--- src/hw/ahb_mst_pkg.sv ---
// master port package: bus widths, HTRANS and HRESP codes, request and response structs
package ahb_mst_pkg;

    //////////////////////////////
    // sizes
    //////////////////////////////

    localparam int NUM_MASTERS = 3;
    // wide enough to index every master
    localparam int MST_IDX_W   = 2;
    localparam int ADDR_W      = 32;
    localparam int DATA_W      = 32;

    //////////////////////////////
    // bus codes
    //////////////////////////////

    // transfer types
    localparam logic [1:0] HTRANS_IDLE   = 2'b00;
    localparam logic [1:0] HTRANS_BUSY   = 2'b01;
    localparam logic [1:0] HTRANS_NONSEQ = 2'b10;
    localparam logic [1:0] HTRANS_SEQ    = 2'b11;

    // AHB-Lite response
    localparam logic HRESP_OKAY  = 1'b0;
    localparam logic HRESP_ERROR = 1'b1;

    //////////////////////////////
    // types
    //////////////////////////////

    // address and control of one master, 45 bits
    typedef struct packed {
        logic [1:0]        htrans;
        logic [2:0]        hburst;
        logic [2:0]        hsize;
        logic              hwrite;
        logic [3:0]        hprot;
        logic [ADDR_W-1:0] haddr;
    } ahb_req_t;

    // response to a master, 34 bits
    typedef struct packed {
        logic [DATA_W-1:0] hrdata;
        logic              hready;
        logic              hresp;
    } ahb_rsp_t;

    // one flag per master, used for hsel and grant
    typedef logic [NUM_MASTERS-1:0] mst_vec_t;

endpackage

--- src/hw/ahb_mst_arbiter.sv ---
// round-robin arbiter with registered one-hot grant and last-granted pointer
`timescale 1ns/100ps

module ahb_mst_arbiter
    import ahb_mst_pkg::*;
(
    input  logic     HCLK,
    input  logic     HRESETn,
    // requests, one hsel bit per master
    input  mst_vec_t hsel_i,
    input  logic     slv_hready_i,
    // one-hot or zero
    output mst_vec_t grant_o
);

    //////////////////////////////
    // declarations
    //////////////////////////////

    mst_vec_t             grant_q;
    mst_vec_t             grant_d;
    logic [MST_IDX_W-1:0] last_q;
    logic [MST_IDX_W-1:0] winner_idx;
    logic                 winner_vld;
    logic                 rearb;
    logic                 holder_req;

    //////////////////////////////
    // winner selection
    //////////////////////////////

    // first requester after the last-granted master, counting up and wrapping
    always_comb begin
        int cand;
        winner_idx = '0;
        winner_vld = 1'b0;
        for (int ofs = 1; ofs <= NUM_MASTERS; ofs++) begin
            cand = (int'(last_q) + ofs) % NUM_MASTERS;
            if (!winner_vld && hsel_i[cand]) begin
                winner_vld = 1'b1;
                winner_idx = MST_IDX_W'(cand);
            end
        end
    end

    // current holder still asking for the bus
    assign holder_req = |(grant_q & hsel_i);

    // free bus, or the holder let go at an edge that completes the address phase
    assign rearb = ~(|grant_q) | (slv_hready_i & ~holder_req);

    always_comb begin
        grant_d = grant_q;
        if (rearb) begin
            if (winner_vld) begin
                grant_d = mst_vec_t'(1) << winner_idx;
            end else begin
                grant_d = '0;
            end
        end
    end

    //////////////////////////////
    // state
    //////////////////////////////

    always_ff @(posedge HCLK or negedge HRESETn) begin
        if (!HRESETn) begin
            grant_q <= '0;
        end else begin
            grant_q <= grant_d;
        end
    end

    // starts at the top index so master 0 is served first
    always_ff @(posedge HCLK or negedge HRESETn) begin
        if (!HRESETn) begin
            last_q <= MST_IDX_W'(NUM_MASTERS - 1);
        end else if (rearb && winner_vld) begin
            last_q <= winner_idx;
        end
    end

    assign grant_o = grant_q;

endmodule

--- src/hw/ahb_mst_mux.sv ---
// address-phase mux, data-phase owner register, write-data mux and response routing
`timescale 1ns/100ps

module ahb_mst_mux
    import ahb_mst_pkg::*;
(
    input  logic                               HCLK,
    input  logic                               HRESETn,
    input  mst_vec_t                           grant_i,
    input  mst_vec_t                           mst_hsel_i,
    input  ahb_req_t [NUM_MASTERS-1:0]         mst_req_i,
    input  logic [NUM_MASTERS-1:0][DATA_W-1:0] mst_hwdata_i,
    input  ahb_rsp_t                           slv_rsp_i,
    output ahb_req_t                           slv_req_o,
    output logic [DATA_W-1:0]                  slv_hwdata_o,
    output ahb_rsp_t [NUM_MASTERS-1:0]         mst_rsp_o
);

    //////////////////////////////
    // declarations
    //////////////////////////////

    logic [MST_IDX_W-1:0] grant_idx;
    logic                 addr_active;
    logic [MST_IDX_W-1:0] owner_idx_q;
    logic                 owner_vld_q;

    //////////////////////////////
    // address phase
    //////////////////////////////

    // granted master straight to the slave, IDLE with zero fields otherwise
    always_comb begin
        slv_req_o        = '0;
        slv_req_o.htrans = HTRANS_IDLE;
        grant_idx        = '0;
        for (int i = 0; i < NUM_MASTERS; i++) begin
            if (grant_i[i]) begin
                slv_req_o = mst_req_i[i];
                grant_idx = MST_IDX_W'(i);
            end
        end
    end

    // only NONSEQ and SEQ open a data phase
    assign addr_active = (slv_req_o.htrans == HTRANS_NONSEQ) ||
                         (slv_req_o.htrans == HTRANS_SEQ);

    //////////////////////////////
    // data-phase owner
    //////////////////////////////

    // moves on only when the slave completes the current data phase
    always_ff @(posedge HCLK or negedge HRESETn) begin
        if (!HRESETn) begin
            owner_vld_q <= 1'b0;
            owner_idx_q <= '0;
        end else if (slv_rsp_i.hready) begin
            owner_vld_q <= addr_active;
            owner_idx_q <= grant_idx;
        end
    end

    // write data belongs to the data phase, not to the current grant
    assign slv_hwdata_o = owner_vld_q ? mst_hwdata_i[owner_idx_q] : '0;

    //////////////////////////////
    // responses
    //////////////////////////////

    always_comb begin
        for (int i = 0; i < NUM_MASTERS; i++) begin
            if (owner_vld_q && (owner_idx_q == MST_IDX_W'(i))) begin
                mst_rsp_o[i] = slv_rsp_i;
            end else if (mst_hsel_i[i] && !grant_i[i]) begin
                // requester without the bus is stalled
                mst_rsp_o[i].hrdata = '0;
                mst_rsp_o[i].hready = 1'b0;
                mst_rsp_o[i].hresp  = HRESP_OKAY;
            end else begin
                // idle or address-only master tracks the bus ready
                mst_rsp_o[i].hrdata = '0;
                mst_rsp_o[i].hready = slv_rsp_i.hready;
                mst_rsp_o[i].hresp  = HRESP_OKAY;
            end
        end
    end

endmodule

--- src/hw/ahb_mst_port.sv ---
// AHB-Lite interconnect master port: arbiter and address/data mux for one slave
`timescale 1ns/100ps

module ahb_mst_port
    import ahb_mst_pkg::*;
(
    input  logic                               HCLK,
    input  logic                               HRESETn,

    //////////////////////////////
    // master side
    //////////////////////////////

    input  mst_vec_t                           mst_hsel_i,
    input  ahb_req_t [NUM_MASTERS-1:0]         mst_req_i,
    input  logic [NUM_MASTERS-1:0][DATA_W-1:0] mst_hwdata_i,
    output ahb_rsp_t [NUM_MASTERS-1:0]         mst_rsp_o,
    // registered grant, also seen by the masters
    output mst_vec_t                           mst_grant_o,

    //////////////////////////////
    // slave side
    //////////////////////////////

    input  ahb_rsp_t                           slv_rsp_i,
    output ahb_req_t                           slv_req_o,
    output logic [DATA_W-1:0]                  slv_hwdata_o
);

    // hsel doubles as the arbitration request
    ahb_mst_arbiter ahb_mst_arbiter_inst (
        .HCLK         (HCLK),
        .HRESETn      (HRESETn),
        .hsel_i       (mst_hsel_i),
        .slv_hready_i (slv_rsp_i.hready),
        .grant_o      (mst_grant_o)
    );

    // address mux follows the grant, data path follows the owner
    ahb_mst_mux ahb_mst_mux_inst (
        .HCLK         (HCLK),
        .HRESETn      (HRESETn),
        .grant_i      (mst_grant_o),
        .mst_hsel_i   (mst_hsel_i),
        .mst_req_i    (mst_req_i),
        .mst_hwdata_i (mst_hwdata_i),
        .slv_rsp_i    (slv_rsp_i),
        .slv_req_o    (slv_req_o),
        .slv_hwdata_o (slv_hwdata_o),
        .mst_rsp_o    (mst_rsp_o)
    );

endmodule

--- config.mk ---
export PLATFORM = sky130hd
export DESIGN_NAME = ahb_mst_port
export DESIGN_NICKNAME = d
export VERILOG_FILES = /design/src/hw/ahb_mst_pkg.sv /design/src/hw/ahb_mst_arbiter.sv /design/src/hw/ahb_mst_mux.sv /design/src/hw/ahb_mst_port.sv
export SDC_FILE = /design/constraint.sdc
export NUM_CORES = 1
export LEC_CHECK = 0
export BUFFER_PORTS_ARGS = -buffer_cell sky130_fd_sc_hd__buf_2
export CORE_AREA = 2 2 174 176
export DETAILED_ROUTE_END_ITERATION = 10
export DIE_AREA = 0 0 176 178
export PLACE_DENSITY = 0.45
export SKIP_CTS_REPAIR_TIMING = 1
export SYNTH_ARGS = -nofsm -noshare
export SYNTH_HDL_FRONTEND = slang
export SYNTH_HIERARCHICAL = 1
export SYNTH_SLANG_ARGS = --single-unit
--- constraint.sdc ---
create_clock -name HCLK -period 2.44 [get_ports HCLK]
set_input_delay 0.488 -clock HCLK [delete_from_list [all_inputs] [get_ports HCLK]]
set_output_delay 0.488 -clock HCLK [all_outputs]
set_load 0.01 [all_outputs]
==> out/results.tsv, run 1 <==
metric	value	unit
wl_per_cell	14.2	um
drtAntennaViolNets	0	
p_leak	3.35	nW
seq_area_frac_synth	0.0610	
status	finished clean	
area_growth	80.4	%
dieWidth	176	um
cts_sinks	8	
crit_fanout	76	
synthTopCellsByArea	and3_1 13%, mux2i_1 11%, a22oi_1 10%	
syn_nets	725	
cts_tree	done	
finalInstanceArea	5950	um^2
die_y	178	um
rsz0062_at_grt	no	
port_buffers	451	
combinationalPowerShare	0.891	
power_frac_seq	0.056	
slew_headroom	0.736	
setup_violations	0	
synthArstFlopShare	1.00	
timing.final.max_slew_violations	0	
hold_viol	0	
period_minus_slack	2080	ps
cts_made_buffers	3	
fin_nets	1141	
finClkSkew	2.02	ps
remaining_drc_errors	0	
postSynthCellCount	452	
pwr-share-clk	0.052	
io-pin-count	452	
routed_wl	17900	um
power_density	891	nW/um^2
ys_ff_latch	8	
maxCapViolCount	0	
synthTopCellsByCount	66 x and3_1, 49 x nand2_1, 44 x a22oi_1	
antenna_cells	0	
drive_above_1_share	0.625	
worstSetupEndpointType	primary output	
start_util	0.112	
fin_cells	1257	
synth_edf_count	0	
synth_top_area_cell	and3_1	
root_buffer	clkbuf_16	
first_global_vias	4521	
path_clk_slew	40	ps
gr-total-overflow	0	
hold_class	input port to asynchronous set/reset pin	
first_iter_violations	179	
p_switching	2.91	mW
yosys_warnings	6	
irDropWorstVdd	0.533	mV
routabilityCongestion	0.786	
critPathArrivalTime	1600	ps
hpwl	14900	um
yosysTopAreaCellShare	0.125	
yosys.cell_count.top_type	and3_1	
switching_share	0.549	
p_int	2.39	mW
grt_pass1_wl	24800	um
cts.path.max_buffers	2	
vias	5068	
worstPathRequired	1950	ps
antenna_found_initial	4	
placed_area	5870	um^2
synth.avg_cell_area	7.30	um^2
post-route-period-util	0.854	
grt_usage	0.0988	
synth.cell_area	3300	um^2
setup-tns-final	0	ps
grt_max_degree	77	
dr.pass1.iters	4	
tightest_slew	395	ps
ys.flop_type	dfrtp_1	
max_freq	480	MHz
dieArea	31300	um^2
yosys.cell_types.count	50	
dp.cells	1253	
num_rows	63	
drt-vias-per-instance	4.03	
core	29400	um^2
clk_latency	230	ps
setup.worst_path.class	register to primary output	
worstSetupStartpointType	register	
htree_levels	1	
holdWs	98.5	ps
-- power groups by stage --
stage / Clock (mW) / Sequential [mW] / Combinational [mW]
floorplan: 0 / 0.260 / 3.23
global placement: 0 / 0.301 / 4.78
detailed placement: 0 / 0.301 / 4.76
CTS: 0.284 / 0.301 / 4.78
global route: 0.299 / 0.314 / 5.17
finish: 0.278 / 0.299 / 4.73
-- layout by cell type (no fill, tap or decap), types with 4 or more instances in the layout --
cell type  synthesis  layout
buf_2             16     451
and3_1            66      66
nand2_1           49      49
a22oi_1           44      44
o21ai_1           42      42
mux2i_1           35      35
and2_1            33      33
nand3_2           30      30
o21ai_2           30      30
buf_12             0       8
inv_1              7       7
nand3_1            5       5
o21ai_0            5       5
nor2b_1            5       4
dfrtp_2            0       4
buf_4             10       4
-- metal layers --
metal / part of all wire / GRT usage / vias to the layer above
li1: - / - / 2488
met1: 0.41 / 0.122 / 2288
met2: 0.50 / 0.187 / 284
met3: 0.082 / 0.0145 / 8
met4: 0.0054 / 0.00792 / 0
met5: 0 / 0 / -
-- final timing paths --
kind                                            startpoint                         endpoint  slack [ps]  cells after the start
setup / recovery           ahb_mst_arbiter_inst/grant_o[2]                    slv_req_o[30]         360                      4
min in group HCLK           ahb_mst_arbiter_inst/last_q[1]   ahb_mst_arbiter_inst/last_q[1]         540                      2
hold / removal                                     HRESETn  ahb_mst_arbiter_inst/grant_o[1]         100                      1
max in group asynchronous                          HRESETn   ahb_mst_arbiter_inst/last_q[1]        2100                      1
hold reg to reg             ahb_mst_arbiter_inst/last_q[1]   ahb_mst_arbiter_inst/last_q[1]         540                      2
setup reg to reg            ahb_mst_arbiter_inst/last_q[0]   ahb_mst_arbiter_inst/last_q[1]         630                      6
-- state kept, by name (all words and copies together), names as in the netlist --
name	count
ahb_mst_arbiter_inst/grant_o	3
ahb_mst_arbiter_inst/last_q	2
ahb_mst_mux_inst/owner_idx_q	2
ahb_mst_mux_inst/owner_vld_q	1
-- per-stage QoR --
stage	total power, mW	util	setup slack [ps]
after CTS	5.37	0.202	357
after global routing	5.78	0.202	237
after floorplan	3.49	-	792
final	5.30	0.202	356
after global placement	5.08	0.200	605
after detailed placement	5.06	0.200	597
-- worst max-delay path, cell delays in order (launching register included) --
cell and delay [ps]:
dfrtp_2 590, buf_12 320, nand2_1 90, o21ai_1 140, buf_2 170
-- kinds of logic after synthesis --
| kind of cell | count (synthesis) | synth area share |
|---|---|---|
| flip-flops | 8 | 0.0610 |
| buffers and inverters | 59 | 0.121 |
| multiplexers | 37 | 0.113 |
| AND/OR/NAND/NOR | 205 | 0.395 |
| AO/OA/AOI/OAI | 140 | 0.298 |
| adder cells (fa/ha/maj) | 3 | 0.0114 |
-- layout make-up --
class,count,area [um^2]
clock buffers,4,78.8
repair buffers,463,2450
well taps,390,488
fillers,3341,23400
inverters,7,26.3
flip-flops and latches,8,206
multi-input cells,385,2710
Power figures use the tool's default switching activity.
==> run 2: changes to the inputs <==
--- a/config.mk
+++ b/config.mk
@@ -7,10 +7,12 @@
 export LEC_CHECK = 0
 export BUFFER_PORTS_ARGS = -buffer_cell sky130_fd_sc_hd__buf_2
 export CORE_AREA = 2 2 174 176
+export CTS_BUF_LIST = sky130_fd_sc_hd__clkbuf_8 sky130_fd_sc_hd__clkbuf_16
 export DETAILED_ROUTE_END_ITERATION = 10
 export DIE_AREA = 0 0 176 178
 export PLACE_DENSITY = 0.45
 export SKIP_CTS_REPAIR_TIMING = 1
+export SKIP_LAST_GASP = 1
 export SYNTH_ARGS = -nofsm -noshare
 export SYNTH_HDL_FRONTEND = slang
 export SYNTH_HIERARCHICAL = 1
==> constraint.sdc (replaced) <==
create_clock -name HCLK -period 2.44 [get_ports HCLK]
set_input_delay 0.122 -clock HCLK [delete_from_list [all_inputs] [get_ports HCLK]]
set_output_delay 0.122 -clock HCLK [all_outputs]
set_load 0.01 [all_outputs]
==> run 2 against run 1 <==
Against the previous run: final cell count is 0.16% higher; die area stayed put; setup slack better by 47 ps; cell area is 0.55% lower; core utilization is 0.11 points lower; critical path type unchanged; sequential share of layout area hardly changed; critical endpoint unchanged; non-clock buffer count is 2 higher; sequential cell count stayed put; count of clock-buffer cells in the layout is 1 lower; wire length is 0.67% higher; global-route usage is 0.31 points higher; via count hardly changed.
==> out/results.tsv, run 2 (synthesized netlist as in run 1, its figures left out) <==
metric	value	unit	change
status	finished clean		
dp.cells	1254		+0.080%
finalInstanceArea	5920	um^2	-0.55%
p_leak	3.35	nW	about the same
combinationalPowerShare	0.879		-0.012
remaining_drc_errors	0		unchanged
first_iter_violations	173		-3.4%
routed_wl	18000	um	+0.67%
p_switching	2.91	mW	+0.11%
timing.final.max_slew_violations	0		unchanged
max_freq	491	MHz	+2.3%
rsz0062_at_grt	no		
routabilityCongestion	0.781		-0.65%
setup-tns-final	0	ps	unchanged
io-pin-count	452		unchanged
root_buffer	clkbuf_16		
setup_violations	0		unchanged
clk_latency	230	ps	about the same
worstSetupEndpointType	primary output		
power_frac_seq	0.068		+0.012
first_global_vias	4719		+4.4%
gr-total-overflow	0		unchanged
crit_fanout	43		-43%
port_buffers	451		unchanged
vias	5072		+0.079%
placed_area	5830	um^2	-0.72%
drive_above_1_share	0.625		about the same
drt-vias-per-instance	4.03		about the same
cts_tree	done		
largest_register_ffs	3		unchanged
maxCapViolCount	0		unchanged
worstPathRequired	2320	ps	+370 ps
final_cell_mix	451 x buf_2, 66 x and3_1, 49 x nand2_1		
period_minus_slack	2040	ps	-46.5 ps
num_rows	63		unchanged
post-route-period-util	0.835		-0.0191
setup.worst_path.class	register to primary output		
core	29400	um^2	unchanged
hpwl	15000	um	+0.50%
p_int	2.31	mW	-3.4%
hold_class	input port to register		
grt_max_degree	75		-2.6%
cts_sinks	8		unchanged
pwr-share-clk	0.053		about the same
irDropWorstVdd	0.593	mV	+11%
htree_levels	1		unchanged
p_total	5.23	mW	-1.5%
dieWidth	176	um	unchanged
wl_per_cell	14.3	um	+0.51%
dieArea	31300	um^2	unchanged
area_growth	79.4	%	
cts.path.max_buffers	2		unchanged
finClkSkew	1.34	ps	-0.684 ps
hold_viol	0		unchanged
fin_nets	1143		+0.18%
die_y	178	um	unchanged
critPathArrivalTime	1920	ps	+320 ps
fin_cells	1259		+0.16%
antenna_found_initial	4		unchanged
final_common_cell	buf_2		
antenna_cells	0		unchanged
switching_share	0.558		+0.00890
worstSetupStartpointType	register		
grt_pass1_wl	25600	um	+2.9%
path_clk_slew	40	ps	about the same
drtAntennaViolNets	0		unchanged
start_util	0.112		unchanged
dr.pass1.iters	5		+1
cts_made_buffers	3		unchanged
grt_usage	0.102		+0.00308
tightest_slew	624	ps	+229 ps
slew_headroom	0.583		-0.153
power_density	883	nW/um^2	-0.95%
==> run 2: cell types whose count changed in the layout (fill, tap and decap cells not counted), sizes merged <==
cell         before  now
dlygate4sd3       0    1
buf             463  464
clkbuf            4    3
inv               7    8
==> run 2: final timing paths <==
path | start | to | slack (ps) | cells past startpoint
min in group asynchronous | HRESETn | ahb_mst_mux_inst/owner_idx_q[1] | 280 | 2
worst max-delay path | ahb_mst_arbiter_inst/grant_o[1] | slv_req_o[30] | 400 | 5
max in group asynchronous | HRESETn | ahb_mst_arbiter_inst/last_q[1] | 1920 | 2
worst min register to register | ahb_mst_arbiter_inst/last_q[1] | ahb_mst_arbiter_inst/last_q[1] | 530 | 2
worst max register to register | ahb_mst_arbiter_inst/last_q[1] | ahb_mst_arbiter_inst/last_q[1] | 660 | 6
worst min-delay path | slv_rsp_i[1] | ahb_mst_mux_inst/owner_vld_q | 240 | 2
==> run 2: layout make-up <==
type | instances | area, um^2
Fill cell | 3334 | 23500
Inverter | 7 | 26.3
Multi-Input combinational cell | 385 | 2710
Clock buffer | 3 | 75.1
Clock inverter | 1 | 3.75
Timing Repair Buffer | 465 | 2410
Tap cell | 390 | 488
Sequential cell | 8 | 206
==> run 2: per-stage QoR <==
step | hold WS [ps] | setup slack, ps | utilization
2_1_floorplan | -174 | 792 | -
3_3_place_gp | -22.8 | 634 | 0.198
3_5_place_dp | -22.1 | 630 | 0.198
4_1_cts | -269 | 380 | 0.201
5_1_grt | 257 | 250 | 0.201
6_report | 243 | 402 | 0.201
==> run 2: per-layer routing <==
layer,vias to the layer above,routed length (um),GRT usage,part of all wire
met2,282,9110,0.193,0.51
met1,2282,7360,0.126,0.41
met3,14,1370,0.0134,0.076
met5,-,0,0,0
met4,0,169,0.0121,0.0094
li1,2494,-,-,-
==> run 2: worst max-delay path, stage by stage (launching register included) <==
cell	delay, ps
dfrtp_2	580
nor2b_4	160
buf_4	400
a22oi_1	120
o21ai_1	200
buf_2	170
==> run 2: power by group through the flow <==
stage | Sequential, mW | Clock [mW] | Combinational [mW]
final | 0.353 | 0.278 | 4.59
after global routing | 0.378 | 0.298 | 5.05
after CTS | 0.358 | 0.289 | 4.64
after detailed placement | 0.360 | 0 | 4.63
after global placement | 0.352 | 0 | 4.65
after floorplan | 0.260 | 0 | 3.23
